[src/verilog/ledd_pkg.sv]
package ledd_pkg;

   // Brightness level, frame count and duty destination
   typedef logic [7:0] pwm_t;

   // Breathing accumulator, upper byte is the live duty
   typedef logic [15:0] accum_t;

   // Ramp step added or removed once per frame
   typedef logic [15:0] step_t;

   // Ramp rate as a left shift count of the step
   typedef logic [2:0] rate_t;

   typedef enum logic [2:0]
   {
      ST_IDLE,       // Output off, counter held
      ST_STEADY,     // Fixed duty
      ST_CALC,       // Step calculation in progress
      ST_RAMP_UP,
      ST_RAMP_DOWN
   } ctrl_state_t;

   // Last count of a frame
   localparam pwm_t PWM_MAX = 8'hFF;

endpackage

[src/verilog/ledd_ctrl.sv]
`timescale 1ns/1ps
module ledd_ctrl
(
   input  logic             ledd_clk,
   input  logic             ledd_rst_async,
   input  logic             cfg_valid,
   input  logic             cfg_on,
   input  logic             cfg_breath,
   input  logic             cfg_extend,
   input  ledd_pkg::pwm_t   cfg_level,
   input  ledd_pkg::rate_t  cfg_rate,
   input  logic             frame_end,
   input  logic             at_top,
   input  logic             at_zero,
   output logic             cfg_ready,
   output logic             run,
   output logic             breathing,
   output logic             extend,
   output ledd_pkg::pwm_t   level,
   output logic             mult_rst,
   output logic             mult_run,
   output logic             accum_rst,
   output logic             accum_add,
   output logic             accum_sub
);
   import ledd_pkg::*;

   ctrl_state_t state;
   ctrl_state_t state_nxt;
   rate_t       rate;        // Stored shift count
   rate_t       calc_cnt;    // Cycles spent in ST_CALC
   logic        accept;

   assign cfg_ready = (state != ST_CALC);   // Only back-pressure point
   assign accept    = cfg_valid && cfg_ready;
   assign run       = (state != ST_IDLE);

   // Stored copy of the configuration
   always_ff @(posedge ledd_clk or posedge ledd_rst_async)
   begin
      if (ledd_rst_async)
      begin
         breathing <= 1'b0;
         extend    <= 1'b0;
         level     <= '0;
         rate      <= '0;
      end
      else if (accept)
      begin
         breathing <= cfg_breath;
         extend    <= cfg_extend;
         level     <= cfg_level;
         rate      <= cfg_rate;
      end
   end

   // Next state and strobes
   always_comb
   begin
      state_nxt = state;
      mult_rst  = 1'b0;
      mult_run  = 1'b0;
      accum_rst = 1'b0;
      accum_add = 1'b0;
      accum_sub = 1'b0;
      case (state)
         ST_CALC:
         begin
            if (calc_cnt == 3'd0)
               mult_rst = 1'b1;     // Load base step
            else
               mult_run = 1'b1;     // One shift per cycle
            if (calc_cnt == rate)
            begin
               accum_rst = 1'b1;
               state_nxt = ST_RAMP_UP;
            end
         end
         ST_RAMP_UP:
         begin
            if (frame_end)
            begin
               if (at_top)
                  state_nxt = ST_RAMP_DOWN;
               else
                  accum_add = 1'b1;
            end
         end
         ST_RAMP_DOWN:
         begin
            if (frame_end)
            begin
               if (at_zero)
                  state_nxt = ST_RAMP_UP;
               else
                  accum_sub = 1'b1;
            end
         end
         default:
         begin
         end
      endcase

      // A new configuration overrides the ramp
      if (accept)
      begin
         accum_add = 1'b0;
         accum_sub = 1'b0;
         if (!cfg_on)
         begin
            state_nxt = ST_IDLE;
            accum_rst = 1'b1;
         end
         else if (!cfg_breath)
            state_nxt = ST_STEADY;
         else
            state_nxt = ST_CALC;
      end
   end

   always_ff @(posedge ledd_clk or posedge ledd_rst_async)
   begin
      if (ledd_rst_async)
      begin
         state    <= ST_IDLE;
         calc_cnt <= '0;
      end
      else
      begin
         state <= state_nxt;
         if (state != ST_CALC)
            calc_cnt <= '0;
         else
            calc_cnt <= calc_cnt + 3'd1;
      end
   end

   // Accumulator commands never collide
   a_accum_onehot: assert property (@(posedge ledd_clk) disable iff (ledd_rst_async)
      $onehot0({accum_rst, accum_add, accum_sub}))
      else $error("accumulator strobes overlap");

   a_mult_run_calc: assert property (@(posedge ledd_clk) disable iff (ledd_rst_async)
      mult_run |-> (state == ST_CALC) && $past(state == ST_CALC))
      else $error("mult_run outside step calculation");

endmodule

[src/verilog/ledd_pwm_cnt.sv]
`timescale 1ns/1ps
module ledd_pwm_cnt
(
   input  logic            ledd_clk,
   input  logic            ledd_rst_async,
   input  logic            run,
   output ledd_pkg::pwm_t  pwm_cnt,
   output logic            frame_end,
   output logic            frame_sync
);
   import ledd_pkg::*;

   // Free-running frame counter, parked at zero when stopped
   always_ff @(posedge ledd_clk or posedge ledd_rst_async)
   begin
      if (ledd_rst_async)
         pwm_cnt <= '0;
      else if (!run)
         pwm_cnt <= '0;
      else
         pwm_cnt <= pwm_cnt + 8'd1;
   end

   assign frame_end = run && (pwm_cnt == PWM_MAX);   // Last cycle of frame

   // Aligned with the registered PWM output
   always_ff @(posedge ledd_clk or posedge ledd_rst_async)
   begin
      if (ledd_rst_async)
         frame_sync <= 1'b0;
      else
         frame_sync <= frame_end;
   end

   // Frame end needs the counter to have been running
   a_frame_end_run: assert property (@(posedge ledd_clk) disable iff (ledd_rst_async)
      frame_end |-> run && $past(run))
      else $error("frame_end without run");

endmodule

[src/verilog/ledd_pwmc.sv]
`timescale 1ns/1ps
module ledd_pwmc
(
   input  logic            ledd_clk,
   input  logic            ledd_rst_async,
   input  logic            run,
   input  logic            breathing,
   input  logic            extend,
   input  ledd_pkg::pwm_t  level,
   input  ledd_pkg::pwm_t  pwm_cnt,
   input  logic            mult_rst,
   input  logic            mult_run,
   input  logic            accum_rst,
   input  logic            accum_add,
   input  logic            accum_sub,
   output logic            pwm_out,
   output logic            at_top,
   output logic            at_zero
);
   import ledd_pkg::*;

   accum_t      accum;
   step_t       step;
   logic [16:0] add_sum;      // Carry out marks overflow
   logic        sub_borrow;
   pwm_t        duty;         // Live breathing duty
   pwm_t        dest;
   logic        pwm_val;

   // Step is the level shifted left once per rate count
   always_ff @(posedge ledd_clk or posedge ledd_rst_async)
   begin
      if (ledd_rst_async)
         step <= '0;
      else if (mult_rst)
         step <= {8'h00, (level == 8'h00) ? PWM_MAX : level};
      else if (mult_run)
         step <= {step[14:0], 1'b0};
   end

   assign add_sum    = {1'b0, accum} + {1'b0, step};
   assign sub_borrow = (step > accum);

   always_ff @(posedge ledd_clk or posedge ledd_rst_async)
   begin
      if (ledd_rst_async)
         accum <= '0;
      else if (accum_rst)
         accum <= '0;
      else if (accum_add)
      begin
         if (!add_sum[16])
            accum <= add_sum[15:0];    // Hold on overflow
      end
      else if (accum_sub)
         accum <= sub_borrow ? '0 : accum - step;   // Floor at zero
   end

   assign duty    = accum[15:8];
   assign at_top  = (duty >= level);
   assign at_zero = (accum == '0);

   // Breathing duty never exceeds the configured level
   assign dest    = breathing ? ((duty < level) ? duty : level) : level;
   assign pwm_val = (pwm_cnt < dest) | (extend & (&dest));

   always_ff @(posedge ledd_clk or posedge ledd_rst_async)
   begin
      if (ledd_rst_async)
         pwm_out <= 1'b0;
      else if (!run)
         pwm_out <= 1'b0;
      else
         pwm_out <= pwm_val;
   end

   a_pwm_off: assert property (@(posedge ledd_clk) disable iff (ledd_rst_async)
      !$past(run) |-> !pwm_out)
      else $error("pwm_out high after run low");

endmodule

[src/verilog/ledd_top.sv]
`timescale 1ns/1ps
module ledd_top
(
   input  logic             ledd_clk,
   input  logic             ledd_rst_async,
   input  logic             cfg_valid,
   input  logic             cfg_on,
   input  logic             cfg_breath,
   input  logic             cfg_extend,
   input  ledd_pkg::pwm_t   cfg_level,
   input  ledd_pkg::rate_t  cfg_rate,
   output logic             cfg_ready,
   output logic             pwm_out,
   output logic             frame_sync
);
   import ledd_pkg::*;

   logic run;
   logic breathing;
   logic extend;
   pwm_t level;
   pwm_t pwm_cnt;
   logic frame_end;
   logic mult_rst;
   logic mult_run;
   logic accum_rst;
   logic accum_add;
   logic accum_sub;
   logic at_top;
   logic at_zero;

   ledd_ctrl u_ctrl
   (
      .ledd_clk       (ledd_clk),
      .ledd_rst_async (ledd_rst_async),
      .cfg_valid      (cfg_valid),
      .cfg_on         (cfg_on),
      .cfg_breath     (cfg_breath),
      .cfg_extend     (cfg_extend),
      .cfg_level      (cfg_level),
      .cfg_rate       (cfg_rate),
      .frame_end      (frame_end),
      .at_top         (at_top),
      .at_zero        (at_zero),
      .cfg_ready      (cfg_ready),
      .run            (run),
      .breathing      (breathing),
      .extend         (extend),
      .level          (level),
      .mult_rst       (mult_rst),
      .mult_run       (mult_run),
      .accum_rst      (accum_rst),
      .accum_add      (accum_add),
      .accum_sub      (accum_sub)
   );

   // Frame timing
   ledd_pwm_cnt u_cnt
   (
      .ledd_clk       (ledd_clk),
      .ledd_rst_async (ledd_rst_async),
      .run            (run),
      .pwm_cnt        (pwm_cnt),
      .frame_end      (frame_end),
      .frame_sync     (frame_sync)
   );

   ledd_pwmc u_pwmc
   (
      .ledd_clk       (ledd_clk),
      .ledd_rst_async (ledd_rst_async),
      .run            (run),
      .breathing      (breathing),
      .extend         (extend),
      .level          (level),
      .pwm_cnt        (pwm_cnt),
      .mult_rst       (mult_rst),
      .mult_run       (mult_run),
      .accum_rst      (accum_rst),
      .accum_add      (accum_add),
      .accum_sub      (accum_sub),
      .pwm_out        (pwm_out),
      .at_top         (at_top),
      .at_zero        (at_zero)
   );

endmodule
[config.mk]
export PLATFORM = sky130hd
export DESIGN_NAME = ledd_top
export DESIGN_NICKNAME = d
export VERILOG_FILES = /design/src/verilog/ledd_pkg.sv /design/src/verilog/ledd_ctrl.sv /design/src/verilog/ledd_pwm_cnt.sv /design/src/verilog/ledd_pwmc.sv /design/src/verilog/ledd_top.sv
export SDC_FILE = /design/constraint.sdc
export NUM_CORES = 1
export LEC_CHECK = 0
export ABC_AREA = 0
export ABC_CLOCK_PERIOD_IN_PS = 9500
export BUFFER_PORTS_ARGS = -buffer_cell sky130_fd_sc_hd__clkbuf_2
export CELL_PAD_IN_SITES_DETAIL_PLACEMENT = 1
export CELL_PAD_IN_SITES_GLOBAL_PLACEMENT = 2
export CORE_MARGIN = 2
export CORE_UTILIZATION = 35
export DETAILED_ROUTE_END_ITERATION = 8
export GPL_TIMING_DRIVEN = 0
export PLACE_DENSITY_LB_ADDON = 0.1
export SYNTH_ARGS = -nofsm -noshare
export SYNTH_HDL_FRONTEND = slang
export SYNTH_SLANG_ARGS = --single-unit
[constraint.sdc]
create_clock -name ledd_clk -period 9.5 [get_ports ledd_clk]
set_clock_uncertainty 0.15 [all_clocks]
set_input_delay 1.9 -clock ledd_clk [delete_from_list [all_inputs] [get_ports ledd_clk]]
set_output_delay 1.9 -clock ledd_clk [all_outputs]
set_load 0.02 [all_outputs]
# Yosys cells after proc, flatten, opt, wreduce, memory -nomap -nowiden
# Index checks and enable logic that the tools add are counted.
[word_totals]
ff_bits = 61
input_bits = 17
out_inout_bits = 3
[op_classes]
addsub = 4
n_lt_le_gt_ge = 4
eq_ne = 12
mux = 38
n_bitwise = 2
reduce_logical = 12
[ops]
columns = ["op", "count"]
rows = [
  ["$mux 16", 7],
  ["$mux 8", 4],
  ["$mux 3", 8],
  ["$add 16x16->17", 1],
  ["$mux 1", 17],
  ["$gt 16x16->1", 1],
  ["$logic_not 16->1", 1],
  ["$lt 8x8->1", 2],
  ["$sub 16x16->16", 1],
  ["$ne 3x1->1 const B", 3],
  ["$ne 3x2->1 const B", 3],
  ["$pmux 3 s3", 1],
  ["$add 8x1->8 const B", 1],
  ["$eq 8x8->1 const B", 1],
  ["$ge 8x8->1", 1],
  ["$logic_not 8->1", 1],
  ["$reduce_and 8->1", 1],
  ["$eq 3x2->1 const B", 2],
  ["$reduce_and 6->1", 1],
  ["$reduce_bool 3->1", 2],
  ["$reduce_bool 4->1", 1],
  ["$add 3x1->3 const B", 1],
  ["$eq 3x3->1", 1],
  ["$eq 3x3->1 const B", 1],
  ["other kinds (8)", 9],
]

# Longest topological paths before layout
[logic_depth]
depth_word = 8
depth_mapped = 13
mapped_depth_nobuf = 12

# Hierarchy
# Synthesis repeated with hierarchy kept, for this count alone.
[hier_totals]
hier_cells = 522
hier_area_um2 = 4894.7
[modules_own_cells]
columns = ["mod", "instances", "cells_per_inst", "area_each_um2"]
rows = [
  ["ledd_pwmc", 1, 409, 3544.6],
  ["ledd_ctrl", 1, 77, 952.2],
  ["ledd_pwm_cnt", 1, 36, 397.9],
]

# Worst setup path after synthesis
# Ideal clock, no wire load.
[synth_path]
kind = "input -> register"
startpoint = "input port cfg_valid"
endpoint = "register u_pwmc.accum[15]"
setup_ps = 119
arrival_ps = 3310
slack_ps = 5921
path_stages = 6
path_buffers = 0
cell_sequence = "or2_4 > nor3_2 > mux2_2 > o211ai_1 > xor2_1 > o21ai_2"
[synth_via]
elab_chain_cells = 4
[synth_lines]
columns = ["element", "line_no", "source"]
rows = [
  ["start, declared", "ledd_top.sv:6", "input logic cfg_valid,"],
  ["$logic_and 1x1->1 *", "ledd_ctrl.sv:35", "assign accept = cfg_valid && cfg_ready;"],
  ["$mux 1", "ledd_ctrl.sv:105", "if (accept)"],
  ["$ne 3x3->1 (no source line) (tied with other cells)", "--", ""],
  ["$reduce_and 2->1 (no source line) / $mux 16 (equally long branches)", "--", ""],
  ["end signal, assigned", "ledd_pwmc.sv:53", "accum <= add_sum[15:0];"],
  ["end signal, assigned", "ledd_pwmc.sv:56", "accum <= sub_borrow ? '0 : accum - step;"],
  ["end, declared", "ledd_pwmc.sv:22", "accum_t accum;"],
]
# Mark *: on every way between the ends. The rest lies on a longest branch, timed or not.
# A chain may end at the register's enable or synchronous reset.

# Worst setup path after layout
[layout_path]
startpoint = "register u_ctrl.state[0]"
endpoint = "output port cfg_ready"
[layout_via]
elab_chain_cells = 1
[layout_lines]
columns = ["element", "line_no", "source"]
rows = [
  ["start, declared", "ledd_ctrl.sv:28", "ctrl_state_t state;"],
  ["start signal, assigned", "ledd_ctrl.sv:130", "state <= state_nxt;"],
  ["$ne 3x2->1", "ledd_ctrl.sv:34", "assign cfg_ready = (state != ST_CALC);"],
  ["end, declared", "ledd_top.sv:12", "output logic cfg_ready,"],
]
# Every way passes these cells.

==> impl_metrics.tcl <==
set metrics [dict create \
    synth_top_area_cell "dfrtp_1" \
    clockRootBuffer "clkbuf_16" \
    layout_worst_path_cycle_share_pct 46.0 \
    antenna_cells 0 \
    cts-resized-gates 0 \
    netlist_area_um2 4750 \
    syn_inst 554 \
    cp_slowest_cell "nor3b_4" \
    drt-initial-drc-count 207 \
    place.gp.congestion 0.796 \
    io_buffers 19 \
    rsz0062_at_grt "no" \
    crit_type "reg2out" \
    path_clk_slew_ns 0.05 \
    worstMarginPinSlew_ns 1.14 \
    nFillCells 1603 \
    hold_violations 0 \
    synth.area.top_cells "dfrtp_1 (32%), ha_1 (13%), o21ai_0 (5.2%), nand2_1 (4.5%), inv_1 (3.6%)" \
    muxShareOfSynthArea_pct 4.42 \
    finalSetupViolCount 0 \
    dp_hpwl_mm 11.3 \
    multiInputGateArea_um2 2940 \
    maxSlewHeadroom_pct 23.4 \
    tns_ns 0 \
    die_w_um 121 \
    utilization_pct 40.8 \
    cts_max_level 3 \
    fin_cells 766 \
    vias 4156 \
    ys_seq_area_share_pct 32.1 \
    pwr_density_cell_nw_per_um2 279 \
    final-seq-area_um2 1530 \
    grt_pass1_vias 4274 \
    clk-insertion-delay-late_ns 0.33 \
    maxCapViolCount 0 \
    drtAntennaViolNets 0 \
    die_area_um2 14500 \
    ys_types 63 \
    pre_cts_slack_ns 5.33 \
    routed_wl_mm 14.0 \
    syn_area_per_cell_um2 8.58 \
    die_h_um 121 \
    postCtsSetupRepairBufs 0 \
    first_pass_iters 4 \
    synth_common_cells "dfrtp_1 (61), nand2_1 (57), ha_1 (50)" \
    grt_pass1_wl_mm 22.9 \
    synth_top_area_share_pct 32.1 \
    worstPathArrival_ns 2.32 \
    required_ns 7.45 \
    std_cell_rows 42 \
    grt_overflow_total 0 \
    yosysMostFrequentCell "dfrtp_1" \
    finalPower_mw 1.51 \
    leakage_nw 2.54 \
    placedCellCount 750 \
    cts_max_path_buffers 2 \
    pin_count 20 \
    synth_warnings 0 \
    cp-end-kind "output pin" \
    synth_compound_area_share_pct 20.4 \
    cts_tree "done" \
    cpMostUsedCell "clkbuf_1" \
    path_cells "nor3b_4, inv_2, clkbuf_1, clkbuf_1, clkbuf_2" \
    fmax_mhz 229 \
    synthSimpleGateAreaFrac_pct 18.8 \
    area_growth_syn_to_layout_pct 13.5 \
    synth_nets 623 \
    wl_per_cell_um 18.3 \
    drc 0 \
    layout_setup_ws_ns 5.13 \
    synth_fa_ha_area_share_pct 14.0 \
    status "finished clean" \
    nNetsFinal 654 \
    yosys_most_used_dff "dfrtp_1" \
    synthArstFlopShare_pct 100 \
    ir_drop_v 0.000139 \
    drv_slew 0 \
    antenna_found_initial 0 \
    start_util_pct 35.9 \
    routed_via_density 5.43 \
    synth_top_family_by_area "compound AO/OA/AOI/OAI gates" \
    synth_xor_xnor_area_share_pct 4.24 \
    numCtsBuffers 9 \
    hp-class "reg2reg" \
    period_minus_slack_ns 4.37 \
    synth_edf_count 0 \
    core_area_um2 13200 \
    drive_gt1_share_pct 12.4 \
    slowest_delay_ns 0.55 \
    synth_seq_cells 61 \
    critPathMaxFanout 10 \
    cts.sinks 61 \
    gr-usage-all-layers_pct 20.3 \
    startpoint_type "register" \
    hold_buffers 0 \
    grt_max_degree 35 \
]
==> metal layers <==
metal / part of all wire, % / routed length (µm) / GRT usage [%] / up-vias
met5: 0 / 0 / 0 / -
met4: 1.1 / 158 / 4.51 / 0
met3: 2.8 / 386 / 2.97 / 14
li1: - / - / - / 2035
met1: 46 / 6430 / 26.1 / 2046
met2: 50 / 7050 / 36.1 / 61
==> flip-flops by register name, indices dropped and copies added (netlist names) <==
| register | flops |
|---|---|
| u_ctrl.state | 3 |
| u_pwmc.pwm_out | 1 |
| u_ctrl.rate | 3 |
| u_pwmc.accum | 16 |
| u_ctrl.calc_cnt | 3 |
| u_cnt.pwm_cnt | 8 |
| u_ctrl.breathing | 1 |
| u_pwmc.step | 16 |
| u_ctrl.extend | 1 |
| u_ctrl.level | 8 |
| u_cnt.frame_sync | 1 |
==> final cells by class <==
type                    instances  share of cell area (%)
multi-input cells             426                    54.5
inverters                      47                    3.27
clock inverters                 5                    1.39
flip-flops and latches         61                    28.3
plain buffers                  20                    2.02
well taps                     176                    4.08
repair buffers                 20                    2.13
clock buffers                  11                    4.31
==> kinds of logic (layout without fill, tap and decap cells) <==
family | count (synthesis) | count (layout)
buf+inv | 67 | 103
compound gates | 152 | 152
xor+xnor | 23 | 23
mux | 20 | 20
fa+ha+maj | 52 | 52
simple gates | 179 | 179
flops | 61 | 61
==> report_power, final <==
part / switching (mW) / internal [mW] / leakage [nW] / total, mW
clock: 0.113 / 0.228 / 0.153 / 0.341
combinational: 0.460 / 0.293 / 1.59 / 0.753
sequential: 0.0839 / 0.329 / 0.797 / 0.413
total: 0.658 / 0.850 / 2.54 / 1.51
==> stage by stage <==
step	cell area [µm²]	hold WS, ns
3_3_place_gp	5070	0.332
3_5_place_dp	5090	0.337
6_report	5400	0.350
4_1_cts	5400	0.344
5_1_grt	5400	0.378
2_1_floorplan	4750	0.292
==> worst max-delay path: cells and delay by family, from the launching register on <==
family / cells / cell delay, ns
flip-flops: 1 / 0.46
AND/OR/NAND/NOR: 1 / 0.55
buffers and inverters: 4 / 0.97
==> final timing paths <==
path / startpoint / end / slack, ns / cells past startpoint
setup / recovery: u_ctrl.state[0] / cfg_ready / 5.13 / 5
hold / removal: u_cnt.pwm_cnt[0] / u_cnt.pwm_cnt[0] / 0.35 / 1
setup reg to reg: u_pwmc.accum[0] / u_pwmc.accum[11] / 5.84 / 12
hold reg to reg: u_cnt.pwm_cnt[0] / u_cnt.pwm_cnt[0] / 0.35 / 1
max in group asynchronous: ledd_rst_async / u_pwmc.step[8] / 7.11 / 3
min in group asynchronous: ledd_rst_async / u_cnt.pwm_cnt[3] / 1.49 / 2
==> layout by cell type (no fill, tap or decap), drive strengths merged, types with 4 or more instances in the layout <==
| master | Yosys | final |
|---|---|---|
| mux2i | 12 | 12 |
| a221oi | 4 | 4 |
| a21oi | 33 | 33 |
| and2 | 6 | 6 |
| dfrtp | 61 | 61 |
| o21ai | 58 | 58 |
| o211ai | 5 | 5 |
| nor3 | 12 | 12 |
| o31ai | 18 | 18 |
| nand2b | 5 | 5 |
| nand2 | 57 | 57 |
| xnor2 | 10 | 10 |
| nor4 | 8 | 8 |
| inv | 47 | 47 |
| clkbuf | 9 | 39 |
| or2 | 6 | 6 |
| nor2 | 33 | 33 |
| ha | 50 | 50 |
| nand3 | 22 | 22 |
| xor2 | 13 | 13 |
| nor2b | 4 | 4 |
| and3 | 6 | 6 |
| a21o | 5 | 5 |
| nand4 | 9 | 9 |
| mux2 | 8 | 8 |
| a31oi | 4 | 4 |
| buf | 11 | 12 |
(Power assumes the default switching activity.)
